File: config.mk
export PLATFORM = sky130hd
export DESIGN_NAME = gr_free_list
export DESIGN_NICKNAME = d
export VERILOG_FILES = /design/src/rtl/gr_pkg.sv /design/src/rtl/gr_free_list.sv
export SDC_FILE = /design/constraint.sdc
export NUM_CORES = 1
export LEC_CHECK = 0
export ABC_AREA = 1
export BUFFER_PORTS_ARGS = -buffer_cell sky130_fd_sc_hd__buf_2
export CORE_UTILIZATION = 25
export CTS_CLUSTER_SIZE = 40
export DETAILED_ROUTE_END_ITERATION = 8
export GPL_TIMING_DRIVEN = 0
export PLACE_DENSITY = 0.42
export SYNTH_ARGS = -nofsm -noshare
export SYNTH_HDL_FRONTEND = slang
export SYNTH_SLANG_ARGS = --single-unit
export TNS_END_PERCENT = 1
File: constraint.sdc
create_clock -name iCLOCK -period 6 [get_ports iCLOCK]
set_input_delay 0.3 -clock iCLOCK [delete_from_list [all_inputs] [get_ports iCLOCK]]
set_output_delay 0.3 -clock iCLOCK [all_outputs]
set_load 0.005 [all_outputs]
File: src/rtl/gr_pkg.sv
package gr_pkg;

	// Register file geometry
	localparam int NUM_PREG = 64;
	localparam int NUM_LREG = 32;

	// Field widths
	localparam int PREG_W = $clog2(NUM_PREG);
	localparam int LREG_W = $clog2(NUM_LREG);
	localparam int TAG_W = 6;
	localparam int WORD_W = 32;

	// Physical register name
	typedef logic [PREG_W-1:0] preg_t;

	// Logical (architectural) register name
	typedef logic [LREG_W-1:0] lreg_t;

	// Commit tag handed out by the reorder buffer
	typedef logic [TAG_W-1:0] tag_t;

	// Register value
	typedef logic [WORD_W-1:0] word_t;

	// One commit flag per commit tag
	typedef logic [(1 << TAG_W)-1:0] commit_vec_t;

	// Free name count, 0 up to NUM_PREG inclusive
	typedef logic [$clog2(NUM_PREG+1)-1:0] fl_count_t;

	// Entry life cycle
	// RESET     waiting for the first clock after reset
	// INIT      holds the architectural state of one logical register
	// FREELIST  unmapped, asking the free list for a slot
	// RESERVE   queued as free or mapped by rename
	typedef enum logic [1:0] {
		ST_RESET,
		ST_INIT,
		ST_FREELIST,
		ST_RESERVE
	} entry_state_t;

endpackage

File: src/rtl/gr_free_list.sv
`timescale 1ns/1ps

module gr_free_list #(
	parameter int FL_DEPTH = 64
) (
	input  logic iCLOCK,
	input  logic inRESET,
	input  logic restart,
	input  logic [gr_pkg::NUM_PREG-1:0] req,
	output logic [gr_pkg::NUM_PREG-1:0] grant,
	input  logic [1:0] pop,
	output logic free0_valid,
	output gr_pkg::preg_t free0_preg,
	output logic free1_valid,
	output gr_pkg::preg_t free1_preg,
	output gr_pkg::fl_count_t free_count
);
	import gr_pkg::*;

	localparam int PTR_W = $clog2(FL_DEPTH);
	localparam logic [PTR_W-1:0] LAST_PTR = PTR_W'(FL_DEPTH - 1);

	preg_t mem [FL_DEPTH];
	logic [PTR_W-1:0] wr_ptr;
	logic [PTR_W-1:0] rd_ptr;
	logic [PTR_W-1:0] rd_ptr_1;
	fl_count_t count;
	logic full;
	logic push;
	preg_t pick;

	// Circular increment that also handles depths other than powers of two
	function automatic logic [PTR_W-1:0] ptr_next(input logic [PTR_W-1:0] p);
		return (p == LAST_PTR) ? '0 : PTR_W'(p + 1'b1);
	endfunction

	// Lowest-indexed requester wins
	always_comb begin
		pick = '0;
		for (int i = NUM_PREG - 1; i >= 0; i--) begin
			if (req[i]) begin
				pick = preg_t'(i);
			end
		end
	end

	assign full = (count == fl_count_t'(FL_DEPTH));
	assign push = (|req) && !full && !restart;
	assign grant = push ? ({{(NUM_PREG-1){1'b0}}, 1'b1} << pick) : '0;

	assign rd_ptr_1 = ptr_next(rd_ptr);

	always_ff @(posedge iCLOCK or negedge inRESET) begin
		if (!inRESET) begin
			wr_ptr <= '0;
			rd_ptr <= '0;
			count <= '0;
		end else if (restart) begin
			// Entries request again, so the queue just starts over
			wr_ptr <= '0;
			rd_ptr <= '0;
			count <= '0;
		end else begin
			if (push) begin
				wr_ptr <= ptr_next(wr_ptr);
			end
			if (pop == 2'd1) begin
				rd_ptr <= rd_ptr_1;
			end else if (pop == 2'd2) begin
				rd_ptr <= ptr_next(rd_ptr_1);
			end
			count <= count + fl_count_t'(push) - fl_count_t'(pop);
		end
	end

	always_ff @(posedge iCLOCK) begin
		if (push) begin
			mem[wr_ptr] <= pick;
		end
	end

	// Head and second slot for the two rename lanes
	assign free0_valid = (count != '0);
	assign free1_valid = (count > fl_count_t'(1));
	assign free0_preg = mem[rd_ptr];
	assign free1_preg = mem[rd_ptr_1];
	assign free_count = count;

	a_pop_limit: assert property (@(posedge iCLOCK) disable iff (!inRESET)
		fl_count_t'(pop) <= free_count)
		else $error("rename popped %0d names with %0d free", pop, free_count);

	// A granted entry has left the free state by the next cycle
	a_grant_drops_req: assert property (@(posedge iCLOCK) disable iff (!inRESET)
		(|grant) |=> ((req & $past(grant)) == '0))
		else $error("granted entry still requesting a free list slot");

endmodule

==> reports/results.ini <==
[run_status]
status = finished, violations left
violations = max-capacitance violations, max-slew violations, negative setup slack

[finish]
drive_gt1_frac = 0.122
layout_commonest_cell = nor2_1
final_cells = 3843
nNetsFinal = 2741
final_cell_mix = nor2_1, o21ai_0, edfxtp_1, nand2_1, o22ai_1
utilization = 0.302
fillers = 9038
syn_to_final_growth_pct = 19.7
finalInstanceArea_sq_um = 25700

[sta]
fin_skew_ns = 0.0245
fin_crit_ns = 6.10
hold_violations = 0
fmaxAchievable_mhz = 164
drv_slew = 53
rsz0062_at_grt = true
maxSlewHeadroom = -0.104
setup_ws_ns = -0.102
holdWs_ns = 0.101
fin_crit_sh = 1.02
worst_pin_slew_ns = 1.66
setup_violations = 5
tns_ns = -0.327

[worst_hold_path]
hp-start = pop[1]
hold_class = in2reg

[synth]
ys_seq_elements = 403
synth_mux_area_frac = 0
synthCells = 2435
synth_top_flop_cell = edfxtp_1
synth-edff-count = 384
synth_top_area_frac = 0.537
synth_compound_area_frac = 0.187
yosysSeqAreaShare = 0.559
synth-xor-area-share = 0.00204
ys_warn_count = 0
syn_nets = 2522
synth-simple-area-share = 0.191
synthArstFlopShare = 0.0471
postSynthAreaPerCell_sq_um = 8.83
synth_area_leader_cell = edfxtp_1
synth_fa_ha_area_frac = 0.0108
synth_cell_types = 40
netlist_area_sq_um = 21500
synth_area_leaders = edfxtp_1, nor2_1, o21ai_0
synth_top_family_by_area = simple AND/OR/NAND/NOR gates

[global_routing]
grt_pass1_vias = 21200
grt_max_degree = 66
grt_usage = 0.322
grt_pass1_wl_um = 187000
antenna_found_initial = 29
overflow = 0

[floorplan]
num_rows = 107
die-area_sq_um = 87100
num_io_pins = 154
die_h_um = 295
start_util = 0.252
fp.coreArea_sq_um = 85100
die_w_um = 295

[worst_setup_path]
crit_type = reg2out
required_ns = 5.70
r2r_start = free_count[2]
slowest_delay_ns = 0.68
worstSetupStartpointType = register
critPathLaunch = rd_ptr[0]
critPathBufInv = 8
endpoint_kind = output pin
cp_slowest_cell = o32ai_1
crit_chain = clkbuf_1 -> inv_1 -> clkbuf_2 -> clkbuf_2 -> ha_1 -> clkbuf_1 -> inv_1 -> clkbuf_2 -> o21ai_0 -> o22ai_1 -> o21ai_0 -> o22ai_1 -> nor2_1 -> o32ai_1 -> buf_2
crit_family = buffers and inverters
crit_path_frequent_cell = clkbuf_2
arrival_ns = 5.80
path_max_fanout = 10

[cts]
htreeDepth = 2
cts_made_buffers = 50
path_clk_slew_ns = 0.06
clock-sinks = 403
cts_tree = done
root_buffer = clkbuf_16
post_cts_buffers = 0
insertion_delay_ns = 0.63
cts.path.max_buffers = 3

[pwr]
powerDensity_nw_per_um2 = 374
ir_worst_vdd_mv = 0.207
finalPower_mw = 9.62
power.leakage_nw = 9.25

[placement]
gp_congestion = 1.02
placed_cells = 3744
dpl.hpwl_um = 99800
dpl_cell_area_sq_um = 23900
dp_slack_ns = -1.28
portBuffers = 153

[routing]
vias = 22400
drc = 0
avgViaCountPerCell = 5.84
dr.first_iter.drc_count = 3315
wl_per_cell_um = 37.2
ant_nets = 0
dr.pass1.iters = 6
wl_um = 143000

[flow_run]
cap_viol_max_count = 6

[power by group]
group / internal [mW] / switching, mW
registers: 3.11 / 0.0498
clock network: 1.74 / 1.31
logic: 0.741 / 2.67
total: 5.59 / 4.03
[worst reg2reg max path: cells and delay by family, from the launching register on]
| family | cells | cell delay [ns] |
|---|---|---|
| flip-flops | 1 | 0.44 |
| AND/OR/NAND/NOR | 4 | 2.98 |
| adder cells (fa/ha/maj) | 1 | 0.24 |
| buffers and inverters | 2 | 0.46 |
| AO/OA/AOI/OAI | 1 | 0.30 |
[registers in the layout, indices dropped and copies added (netlist names)]
name,cells
mem,384
wr_ptr,6
rd_ptr,6
free_count,7
[cell usage after synthesis, types with 17 or more instances]
master    count
a21oi_1      53
clkbuf_1    162
dfrtp_1      19
edfxtp_1    384
ha_1         17
inv_1       107
nand2_1     241
nand3_1      82
nor2_1      609
nor3_1       35
o211ai_1     25
o21ai_0     404
o22ai_1     183
[routing by layer]
| layer | track usage | vias to the layer above | wire (um) |
|---|---|---|---|
| met5 | 0 | - | 114 |
| met2 | 0.490 | 1785 | 61600 |
| li1 | - | 9112 | - |
| met4 | 0.198 | 18 | 9940 |
| met1 | 0.407 | 11100 | 55900 |
| met3 | 0.0865 | 459 | 15600 |
[worst paths after layout]
| kind | slack [ns] | cells after the start | to |
|---|---|---|---|
| max | -0.10 | 15 | free1_preg[4] |
| min | 0.10 | 4 | rd_ptr[3] |
| max reg2reg | 1.20 | 8 | mem[37][0] |
| min reg2reg | 0.60 | 1 | wr_ptr[2] |
| max in group asynchronous | 5.43 | 2 | rd_ptr[4] |
| min in group asynchronous | 0.19 | 2 | free_count[2] |
[final cells by class]
type	count	area, sq um	share of cell area
Clock inverter	34	329	0.0128
Timing Repair Buffer	168	1000	0.0390
Inverter	114	435	0.0169
Multi-Input combinational cell	1744	8470	0.329
Sequential cell	403	12000	0.467
Buffer	173	746	0.0290
Antenna cell	7	17.5	0.000681
Clock buffer	56	1270	0.0495
Tap cell	1144	1430	0.0557
[cells by family (layout without fill, tap and decap cells)]
family | count (synthesis) | after routing
simple gates | 1006 | 1006
compound gates | 715 | 715
flops | 403 | 403
buf+inv | 288 | 545
fa+ha+maj | 18 | 18
xor+xnor | 5 | 5
other cells | 0 | 7
[repair_timing]
item                       in CTS  in global routing
gates resized for setup        54                 11
pin swaps                       0                  1
hold buffers                    2                  0
hold endpoints to repair       24                  0
setup endpoints to repair       6                  6
No activity file was read; power rests on OpenSTA's default activity.
