File: src/rtl/gr_pkg.sv
package gr_pkg;

	// Register file geometry
	localparam int NUM_PREG = 64;
	localparam int NUM_LREG = 32;

	// Field widths
	localparam int PREG_W = $clog2(NUM_PREG);
	localparam int LREG_W = $clog2(NUM_LREG);
	localparam int TAG_W = 6;
	localparam int WORD_W = 32;

	// Physical register name
	typedef logic [PREG_W-1:0] preg_t;

	// Logical (architectural) register name
	typedef logic [LREG_W-1:0] lreg_t;

	// Commit tag handed out by the reorder buffer
	typedef logic [TAG_W-1:0] tag_t;

	// Register value
	typedef logic [WORD_W-1:0] word_t;

	// One commit flag per commit tag
	typedef logic [(1 << TAG_W)-1:0] commit_vec_t;

	// Free name count, 0 up to NUM_PREG inclusive
	typedef logic [$clog2(NUM_PREG+1)-1:0] fl_count_t;

	// Entry life cycle
	// RESET     waiting for the first clock after reset
	// INIT      holds the architectural state of one logical register
	// FREELIST  unmapped, asking the free list for a slot
	// RESERVE   queued as free or mapped by rename
	typedef enum logic [1:0] {
		ST_RESET,
		ST_INIT,
		ST_FREELIST,
		ST_RESERVE
	} entry_state_t;

endpackage

File: src/rtl/gr_entry.sv
`timescale 1ns/1ps

module gr_entry #(
	parameter gr_pkg::preg_t ENTRY_ID = '0
) (
	input  logic iCLOCK,
	input  logic inRESET,
	input  logic restart,
	input  gr_pkg::commit_vec_t commit_vector,
	input  logic reg0_valid,
	input  gr_pkg::preg_t reg0_preg,
	input  gr_pkg::lreg_t reg0_lreg,
	input  gr_pkg::tag_t reg0_tag,
	input  logic reg1_valid,
	input  gr_pkg::preg_t reg1_preg,
	input  gr_pkg::lreg_t reg1_lreg,
	input  gr_pkg::tag_t reg1_tag,
	input  logic exe_add_valid,
	input  gr_pkg::tag_t exe_add_tag,
	input  gr_pkg::word_t exe_add_data,
	input  logic exe_mul_valid,
	input  gr_pkg::tag_t exe_mul_tag,
	input  gr_pkg::word_t exe_mul_data,
	input  logic exe_ldst_valid,
	input  gr_pkg::tag_t exe_ldst_tag,
	input  gr_pkg::word_t exe_ldst_data,
	input  logic freelist_grant,
	output logic freelist_req,
	output logic data_valid,
	output gr_pkg::word_t data
);
	import gr_pkg::*;

	// Low IDs start out as the architectural registers
	localparam logic IS_ARCH = (ENTRY_ID < NUM_LREG);

	entry_state_t state;

	// Current mapping
	logic cur_valid;
	tag_t cur_tag;
	lreg_t cur_lreg;
	logic cur_exe_end;
	word_t cur_data;
	logic cur_commit;

	// Next (younger) mapping of the same logical register
	logic nxt_valid;
	tag_t nxt_tag;
	logic nxt_exe_end;
	logic nxt_commit;

	logic init_load;
	logic claim0;
	logic claim1;
	logic next0;
	logic next1;
	logic cur_capture;
	logic release_now;
	logic nxt_clear;

	function automatic logic tag_done(input tag_t t);
		return (exe_add_valid && exe_add_tag == t) ||
			(exe_mul_valid && exe_mul_tag == t) ||
			(exe_ldst_valid && exe_ldst_tag == t);
	endfunction

	assign init_load = (state == ST_RESET) && IS_ARCH;
	assign claim0 = reg0_valid && (reg0_preg == ENTRY_ID);
	assign claim1 = reg1_valid && (reg1_preg == ENTRY_ID);

	// Port 1 is younger, so it can rename what port 0 just put here
	assign next0 = reg0_valid && cur_valid && (reg0_lreg == cur_lreg);
	assign next1 = reg1_valid && ((cur_valid && (reg1_lreg == cur_lreg)) ||
		(claim0 && (reg1_lreg == reg0_lreg)));

	assign cur_capture = cur_valid && !cur_exe_end && tag_done(cur_tag);

	// Back to the free list once superseded and retired, or squashed
	assign release_now = ((state == ST_INIT || state == ST_RESERVE) &&
		cur_commit && nxt_commit) ||
		((state == ST_RESERVE) && restart && !cur_commit);
	assign nxt_clear = release_now || (restart && !nxt_commit);

	always_ff @(posedge iCLOCK or negedge inRESET) begin
		if (!inRESET) begin
			state <= ST_RESET;
		end else begin
			case (state)
				ST_RESET: begin
					state <= IS_ARCH ? ST_INIT : ST_FREELIST;
				end
				ST_FREELIST: begin
					if (freelist_grant && !restart) begin
						state <= ST_RESERVE;
					end
				end
				default: begin
					if (release_now) begin
						state <= ST_FREELIST;
					end
				end
			endcase
		end
	end

	always_ff @(posedge iCLOCK or negedge inRESET) begin
		if (!inRESET) begin
			cur_valid <= 1'b0;
			cur_exe_end <= 1'b0;
			cur_commit <= 1'b0;
		end else if (release_now) begin
			cur_valid <= 1'b0;
			cur_exe_end <= 1'b0;
			cur_commit <= 1'b0;
		end else begin
			if (init_load || claim0 || claim1) begin
				cur_valid <= 1'b1;
			end
			if (init_load || cur_capture) begin
				cur_exe_end <= 1'b1;
			end
			// Architectural state is retired by definition
			if (state == ST_INIT && cur_valid) begin
				cur_commit <= 1'b1;
			end else if (cur_valid && cur_exe_end && !cur_commit) begin
				cur_commit <= commit_vector[cur_tag];
			end
		end
	end

	// Mapping fields and result
	always_ff @(posedge iCLOCK) begin
		if (init_load) begin
			cur_tag <= '0;
			cur_lreg <= lreg_t'(ENTRY_ID);
		end else if (claim0) begin
			cur_tag <= reg0_tag;
			cur_lreg <= reg0_lreg;
		end else if (claim1) begin
			cur_tag <= reg1_tag;
			cur_lreg <= reg1_lreg;
		end
		if (init_load) begin
			cur_data <= '0;
		end else if (cur_capture) begin
			if (exe_add_valid && exe_add_tag == cur_tag) begin
				cur_data <= exe_add_data;
			end else if (exe_mul_valid && exe_mul_tag == cur_tag) begin
				cur_data <= exe_mul_data;
			end else begin
				cur_data <= exe_ldst_data;
			end
		end
		if (!nxt_valid && next0) begin
			nxt_tag <= reg0_tag;
		end else if (!nxt_valid && next1) begin
			nxt_tag <= reg1_tag;
		end
	end

	always_ff @(posedge iCLOCK or negedge inRESET) begin
		if (!inRESET) begin
			nxt_valid <= 1'b0;
			nxt_exe_end <= 1'b0;
			nxt_commit <= 1'b0;
		end else if (nxt_clear) begin
			nxt_valid <= 1'b0;
			nxt_exe_end <= 1'b0;
			nxt_commit <= 1'b0;
		end else begin
			// First rename only, later ones retire after it anyway
			if (!nxt_valid && (next0 || next1)) begin
				nxt_valid <= 1'b1;
			end
			if (nxt_valid && tag_done(nxt_tag)) begin
				nxt_exe_end <= 1'b1;
			end
			if (nxt_valid && nxt_exe_end && !nxt_commit) begin
				nxt_commit <= commit_vector[nxt_tag];
			end
		end
	end

	assign freelist_req = (state == ST_FREELIST) && !restart;
	assign data_valid = cur_exe_end && !nxt_exe_end;
	assign data = cur_data;

	// The free list must have seen the request drop
	a_no_grant_reserve: assert property (@(posedge iCLOCK) disable iff (!inRESET)
		(state == ST_RESERVE) |-> !freelist_grant)
		else $error("grant to entry %0d while reserved", ENTRY_ID);

	a_free_unmapped: assert property (@(posedge iCLOCK) disable iff (!inRESET)
		(state == ST_FREELIST) |-> !cur_valid)
		else $error("entry %0d free but still mapped", ENTRY_ID);

endmodule

File: config.mk
export PLATFORM = sky130hd
export DESIGN_NAME = gr_entry
export DESIGN_NICKNAME = d
export VERILOG_FILES = /design/src/rtl/gr_pkg.sv /design/src/rtl/gr_entry.sv
export SDC_FILE = /design/constraint.sdc
export NUM_CORES = 1
export LEC_CHECK = 0
export BUFFER_PORTS_ARGS = -buffer_cell sky130_fd_sc_hd__buf_2
export CORE_AREA = 2 2 111 113
export CTS_CLUSTER_SIZE = 20
export DETAILED_ROUTE_END_ITERATION = 6
export DIE_AREA = 0 0 113 115
export PLACE_DENSITY_LB_ADDON = 0.05
export SLEW_MARGIN = 20
export SYNTH_ARGS = -nofsm -noshare
export SYNTH_HDL_FRONTEND = slang
export SYNTH_SLANG_ARGS = --single-unit
File: constraint.sdc
create_clock -name iCLOCK -period 1.9 [get_ports iCLOCK]
set_input_delay 0.285 -clock iCLOCK [delete_from_list [all_inputs] [get_ports iCLOCK]]
set_output_delay 0.285 -clock iCLOCK [all_outputs]
set_load 0.1 [all_outputs]
==> results by stage, run 1 <==
STA:
- Setup violations remaining at the end of the flow were counted as 34.
- Headroom to the max-slew limit came out at 56.98%.
- Summed over all failing endpoints, the final setup total negative slack is -3.085 ns.
- The final clock period utilization by the worst path is 109.4%.
- The setup clock skew after layout is a little over 0.006 ns.
- The worst setup margin is -0.1782 ns.
- Setup repair after global routing could not meet its margin everywhere.
- The time the worst path needs with I/O delays and setup is 2.078 ns.
- The worst hold slack is 0.2469 ns.
- The number of max-slew violations in the final report is 0.
- The number of hold violations in the final report is 0.
- Timing would allow up to approximately 480 MHz.
- For the pin with the worst max-slew slack, the measured transition is approximately 0.65 ns.

Critical path:
- The worst register-to-register path begins at nxt_tag[1].
- For flop-to-flop paths, the worst setup slack is -0.18 ns.
- The count of cells along the worst register-to-register path is 6.
- In this run the critical register-to-register path is captured at nxt_commit.
- The highest net fanout along the worst path is 4.
- The worst setup path is of the reg -> reg kind.
- The startpoint type of the worst setup path is a flip-flop.
- For the worst setup path, the data required time is between 2 and 2.5 ns.
- The worst setup path is captured at a flip-flop.
- For the worst setup path, the data arrival time is 2.29 ns.

Layout:
- In the final design database the tool counted 1,028 nets.
- The cell area after layout is 7443 um^2.
- In the layout the commonest cells are sky130_fd_sc_hd__buf_2 (254), sky130_fd_sc_hd__mux2i_1 (69), sky130_fd_sc_hd__buf_4 (53).
- Measured on the finished design, the core utilization comes to 63.02%.
- The area overhead of the layout relative to synthesis is 52.46%.
- The number of antenna diodes in the final layout is 0.
- The library cell used most frequently in the layout, excluding fill and tap cells, is sky130_fd_sc_hd__buf_2.
- The share of final-layout standard cells stronger than drive strength 1 is 51.23%.

Floorplanning:
- The die outline height is 115 um.
- The floorplan step set the die width to 113 um.
- The die covers approximately 13,000 um^2.
- The count of standard-cell rows is 40.
- The area of the core is about 12,000 um^2.
- The number of primary I/O pins is 255.
- Once the floorplan was initialized, standard cells occupied 41.33% of the core.

Routing:
- The wire length per cell is 17.45 um.
- The first TritonRoute pass finished after 7 iterations.
- The total via count in the routed design is 5,379.
- For this block, the routed nets add up to 16.74 mm of wire.
- The DRC marker count from the first detailed-route iteration is 360.
- After detailed routing, the met2 layer carries a little over 8 mm of wire.
- The routed length on met1 is 6.885 mm.
- The count of unresolved DRC violations after routing is 20.
- The count of nets left with antenna violations once routing finished came out at 0.
- The detailed router used layers up to and including met4.
- Detailed routing placed a total of 1.410 mm of wire on met3.
- The vias per cell is 5.609.

Status:
- The flow ran to the end, but the final reports show violations.
- The checks that failed: design-rule violations, negative setup slack.

Clock network:
- The clock edge transition at the registers on the reported setup and hold paths is ~0.06 ns.
- The number of H-tree branching levels is 3.
- TritonCTS built the clock tree.
- TritonCTS created 9 clock buffers.
- In this run the deepest clock path goes through 2 buffers.
- The later pin in the worst-skew pair is clocked with a latency of 0.32 ns.
- The CTS root buffer is sky130_fd_sc_hd__clkbuf_16.
- For this design, the sink count on the clock tree is 57.

Global routing:
- The via count of the first global-routing pass is 5,108.
- Global routing used 24.38% of the available tracks across all layers.
- The global-route wire length before repair is around 25 mm.
- The pin count of the biggest net entering global routing is 66.
- The initial antenna violation count is 0.
- The aggregate global routing overflow is 0.

Synthesis:
- The share of synthesized cell area in and, or, nand and nor gates is between 10% and 20%.
- The synthesized netlist devotes about a fifth of its cell area to compound gates.
- After synthesis the netlist holds a flip-flop and latch count of 57.
- The adder and majority cell fraction of the synthesized area is 0%.
- For this run, the leading register cell type out of synthesis is sky130_fd_sc_hd__dfxtp_1.
- The share of flip-flops with an asynchronous set or reset after synthesis is between 10% and 20%.
- The count of cell types in the netlist is 47.
- In this run the mean area of a mapped cell was 9.498 um^2.
- The xor and xnor area share after synthesis is about 9.1%.
- The sequential share of the synthesized area is 25.42%.
- After synthesis, the largest family of logic cells by area is multiplexers.
- The synthesized netlist cell count is 514.
- The multiplexer share of the synthesized area is between 20% and 30%.
- Synthesis produced a netlist with a net count of 735.
- The number of flops mapped to enable cells by yosys is 6.
- For this run, the number of Yosys warnings is 0.
- After synthesis the cells add up to 4882 um^2.

Pwr:
- Net switching is between 40% and 50% of the power.
- The part of the total power dissipated in sequential elements is between 20% and 30%.
- The power density over the cells is 910.3 nW/um^2.
- The largest voltage drop on the vdd net is 396.0 uV.
- Combinational logic burns 51.2% of the power.
- The internal power of the cells totals 3.719 mW.
- Of the total power, the clock network draws 24.0%.
- Summed over all nets, the switching power comes to 3.057 mW.
- Summed over all cells, the static leakage comes to 3.423 nW.

Hold path:
- The start point of the worst min-delay path is reg0_tag[5].
- In this run the worst hold path is classified as in -> reg.
- The worst hold path terminates at cur_tag[5].
- The number of stages on the worst hold path is 3.

Run:
- The total of max-cap violations is 0.

Place:
- The number of input and output port buffers inserted is 254.
- The congestion estimate from routability-driven global placement came to 0.8881.
- Summing all placed instances gives a cell area of 6659 um^2.
- The total half-perimeter wirelength after legalization and detailed placement is between 10 and 15 mm.
## repair_timing
item                       in CTS  in global routing
pin swaps                       4                  7
hold endpoints to repair        8                  0
gates resized for setup        45                 21
buffers inserted               11                  4
hold buffers                    1                  0
setup endpoints to repair      35                 47
gates cloned                    5                  0
## critical path, stage by stage (launching register included)
cell	delay [ns]
sky130_fd_sc_hd__edfxtp_1	0.44
sky130_fd_sc_hd__mux4_2	0.51
sky130_fd_sc_hd__mux2_4	0.29
sky130_fd_sc_hd__nor2b_4	0.14
sky130_fd_sc_hd__a2111oi_4	0.34
sky130_fd_sc_hd__or3_1	0.18
sky130_fd_sc_hd__nand3_2	0.06
## per-stage QoR
stage | setup WS, ns | instances | total power [mW]
floorplan | -0.02173 | 514 | 4.042
global placement | -0.2650 | 925 | 4.878
detailed placement | -0.2740 | 925 | 4.922
CTS | -0.1388 | 957 | 6.715
global route | -0.2716 | 959 | 7.102
finish | -0.1782 | 959 | 6.775
## metal layers
| layer | GRT usage (%) | up-vias |
|---|---|---|
| met1 | 31.31 | 2503 |
| met2 | 41.72 | 249 |
| met3 | 5.535 | 24 |
| li1 | - | 2603 |
| met4 | 6.341 | 0 |
| met5 | 0 | - |
## Yosys cell counts, types with 11 or more instances
cell type                  count  area share [%]
sky130_fd_sc_hd__a2111o_1     32             7.4
sky130_fd_sc_hd__a211oi_1     13             2.0
sky130_fd_sc_hd__buf_2        16             1.6
sky130_fd_sc_hd__clkbuf_1     26             2.0
sky130_fd_sc_hd__dfxtp_1      43              18
sky130_fd_sc_hd__mux2i_1      70              14
sky130_fd_sc_hd__mux4_2       23              11
sky130_fd_sc_hd__nand2_1      42             3.2
sky130_fd_sc_hd__nand4_1      11             1.4
sky130_fd_sc_hd__nor2_1       20             1.5
sky130_fd_sc_hd__o211ai_1     33             5.1
sky130_fd_sc_hd__o21ai_0      34             3.5
sky130_fd_sc_hd__xnor2_1      23             4.1
sky130_fd_sc_hd__xor2_1       28             5.0
## area by class of cell
| class | instances | area (um^2) |
|---|---|---|
| inverter | 1 | 3.754 |
| fill | 1003 | 4368 |
| sequential | 57 | 1257 |
| timing repair buffer | 334 | 2093 |
| clock buffer | 9 | 225.2 |
| multi-input combinational | 404 | 3610 |
| clock inverter | 7 | 70.07 |
| tap | 147 | 183.9 |
## kinds of logic (layout without fill, tap and decap cells)
logic type,Yosys count,count (layout)
compound gates,133,133
simple gates,120,120
mux,100,100
flops,57,57
buf+inv,53,351
xor+xnor,51,51
## registers in the layout, indices dropped and copies added, names as in the netlist, 2 cells and up
register and count:
data 32, cur_tag 6, nxt_tag 6, cur_lreg 5
state 2
## how the worst max path moves through the flow
stage,depth (start not counted),slack (ns),endpoint,startpoint
after floorplan,1,-0.02,freelist_req,state[0]
after global placement,5,-0.26,nxt_commit,nxt_tag[0]
after detailed placement,6,-0.27,nxt_commit,nxt_tag[1]
after CTS,6,-0.14,nxt_commit,nxt_tag[1]
after global routing,6,-0.27,nxt_commit,nxt_tag[1]
final,6,-0.18,nxt_commit,nxt_tag[1]
## power groups by stage
stage                     Sequential (mW)  Clock [mW]  Combinational (mW)
after floorplan                      2.71           0                1.33
after global placement               1.68           0                3.20
after detailed placement             1.68           0                3.24
after CTS                            1.68        1.66                3.38
after global routing                 1.71        1.73                3.66
final                                1.68        1.62                3.47
No activity file was read; power rests on OpenSTA's default activity.
==> run 2: changes to the inputs <==
Settings changed: PLACE_DENSITY from default to 0.73, PLACE_DENSITY_LB_ADDON 0.05 to default, SKIP_CTS_REPAIR_TIMING from default to 1.
==> results by stage, run 2 (synthesized netlist as in run 1, its figures left out) <==
Clock network:
- The clock edge transition at the registers on the reported setup and hold paths is 0.06 ns (about the same).
- The CTS root buffer is sky130_fd_sc_hd__clkbuf_16 (unchanged).
- The number of H-tree branching levels is 3 (unchanged).
- The number of buffers inserted during clock tree synthesis is 9 (unchanged).
- The clock latency of the later-clocked register in the worst-skew pair is 0.32 ns (about the same).
- The TritonCTS clock tree is built (unchanged).
- The maximum clock path buffer count is 2 (unchanged).
- The number of clock sinks is 57 (unchanged).

Critical path:
- The category of the worst setup path capture point is a flip-flop (unchanged).
- The top cell family by delay on the critical path is multiplexers (unchanged).
- The startpoint type of the worst setup path was a flip-flop (unchanged).
- The slowest stage cell on the critical path is sky130_fd_sc_hd__mux4_2 (unchanged).
- Chain of cells forming the critical path: mux4_2 > mux2_4 > nor2b_4 > a2111oi_4 > or3_4 > nand3_2 (was mux4_2 > mux2_4 > nor2b_4 > a2111oi_4 > or3_1 > nand3_2).
- The signal arrival time at the worst endpoint is 2.30 ns (was 2.29 ns).
- The highest net fanout along the worst path came to 4 (unchanged).
- The number of buffers and inverters on the critical path is 0 (unchanged).
- The classification of the worst setup path is reg -> reg (unchanged).
- The delay of the slowest critical-path stage is 0.52 ns (was 0.51 ns).
- The required arrival time at the worst endpoint is 2.11 ns (about the same).

Layout:
- Highest-count cells in the layout ignoring fill and taps: sky130_fd_sc_hd__buf_2 (253), sky130_fd_sc_hd__mux2i_1 (70), sky130_fd_sc_hd__nand2_1 (42) (was sky130_fd_sc_hd__buf_2 (254), sky130_fd_sc_hd__mux2i_1 (69), sky130_fd_sc_hd__buf_4 (53)).
- The share of final-layout standard cells stronger than drive strength 1 is 48.50% (was 51.23%).
- The area overhead of the layout relative to synthesis was 49.90% (was 52.46%).
- The final cell count without fillers was 945 (was 959).
- The most common cell after layout, fill and taps aside is sky130_fd_sc_hd__buf_2 (unchanged).
- The number of nets at the end of the flow is 1,014 (was 1,028).
- The antenna diode instance count came to 0 (unchanged).
- The number of flip-flops in the largest register is 32 (unchanged).

Floorplanning:
- The number of primary I/O pins is 255 (unchanged).
- The count of standard-cell rows is 40 (unchanged).
- The area of the core is 11,810 um^2 (unchanged).
- The die outline height was 115 um (unchanged).
- The die outline width is 113 um (unchanged).
- The total die area is 13,000 um^2 (unchanged).
- The initial cell density of the core is 41.33% (unchanged).

STA:
- The worst setup margin is -0.1931 ns (was -0.1782 ns).
- The final clock period utilization by the worst path is 110.2% (was 109.4%).
- The headroom to the max-slew limit is 64.94% (was 56.98%).
- The number of setup violations in the final report was 34 (unchanged).
- The number of hold violations in the final report is 0 (unchanged).
- Unrepaired setup endpoints after global routing: true (unchanged).
- The number of max-slew violations in the final report is 0 (unchanged).
- The setup clock skew after layout was 0.009242 ns (was 0.006049 ns).
- The worst hold slack is 0.2524 ns (was 0.2469 ns).
- The time the worst path needs with I/O delays and setup is 2.093 ns (was 2.078 ns).
- The maximum clock rate came to 477.8 MHz (was 481.2 MHz).
- The transition time at the pin with the least slew margin came to 0.5259 ns (was 0.6453 ns).

Global routing:
- The pin count of the biggest net entering global routing was 65 (was 66).
- The initial antenna violation count is 0 (unchanged).
- The global-route wire length before repair is 24.53 mm (was 25.43 mm).
- The aggregate global routing overflow is 0 (unchanged).
- The overall track demand over capacity in global routing was 23.36% (was 24.38%).
- The via count of the first global-routing pass was 5,184 (was 5,108).

Routing:
- The count of unresolved DRC violations after routing was 20 (unchanged).
- The vias per cell is 5.825 (was 5.609).
- The DRC marker count from the first detailed-route iteration was 492 (was 360).
- The number of detailed-route iterations in the first pass is 7 (unchanged).
- The total via count in the routed design was 5,505 (was 5,379).
- The routed wire length is 17.13 mm (was 16.74 mm).
- The wire length per cell came to 18.12 um (was 17.45 um).
- The residual antenna-violating net count after detailed routing came to 0 (unchanged).

Pwr:
- The leakage component of the power is 3.385 nW (was 3.423 nW).
- The largest voltage drop on the vdd net is 412.3 uV (was 396.0 uV).
- The power density over the cells is 938.7 nW/um^2 (was 910.3 nW/um^2).

Place:
- The total half-perimeter wirelength after legalization and detailed placement was 12.44 mm (was 12.36 mm).
- The cell total after placement is 917 (was 925).
- The number of input and output port buffers inserted is 254 (unchanged).
- The worst slack at placement is -0.2298 ns (was -0.2740 ns).
- The routability-driven placement congestion ratio is 0.9418 (was 0.8881).

Run:
- The total of max-cap violations is 0 (unchanged).

Hold path:
- The path type of the worst min-delay path is in -> reg (unchanged).

Status:
- Failing checks: design-rule violations, negative setup slack (unchanged).
- Run status: finished with violations (unchanged).
==> run 2: cell type report <==
type	instances	area, um^2
clock buffer	9	225.2
clock inverter	7	93.84
fill	959	4493
inverter	1	3.754
multi-input combinational	404	3492
sequential	57	1257
tap	147	183.9
timing repair buffer	320	2062
==> run 2: path summary, 6_finish.rpt <==
path / start / cells past startpoint / to / slack [ns]
hold / removal: freelist_grant / 3 / state[0] / 0.25
setup reg to reg: nxt_tag[1] / 6 / nxt_commit / -0.19
max in group asynchronous: inRESET / 2 / cur_exe_end / 1.34
hold reg to reg: data[21] / 2 / data[21] / 0.47
setup / recovery: nxt_tag[1] / 6 / nxt_commit / -0.19
min in group asynchronous: inRESET / 2 / nxt_valid / 0.36
==> run 2: tightest hold or removal path, stage by stage <==
cell and delay [ns]:
sky130_fd_sc_hd__buf_2 0.10, sky130_fd_sc_hd__nand2b_1 0.06, sky130_fd_sc_hd__a31oi_1 0.09
==> run 2: per-layer routing <==
layer	share of wire (%)	track usage, %	wire [um]	up-vias
met1	38	28.56	6561	2580
met5	0	0	0	-
met2	50	41.56	8591	319
met4	2.9	6.829	505	0
li1	-	-	-	2565
met3	8.6	5.008	1467	41
==> run 2: report_power, final <==
group	switching (mW)	internal (mW)	leakage, nW
logic	2.26	1.22	2.73
clock network	0.570	1.15	0.153
registers	0.203	1.48	0.502
total	3.03	3.84	3.39
==> run 2: stage by stage <==
| stage | TNS [ns] | power [mW] | utilization (%) | instance area [um^2] |
|---|---|---|---|---|
| after floorplan | -0.09007 | 4.042 | - | 4954 |
| after global placement | -7.262 | 4.891 | 56.21 | 6639 |
| after detailed placement | -6.883 | 4.963 | 56.21 | 6639 |
| after CTS | -7.381 | 6.709 | 58.91 | 6958 |
| after global routing | -6.278 | 7.179 | 61.96 | 7318 |
| final | -4.100 | 6.870 | 61.96 | 7318 |
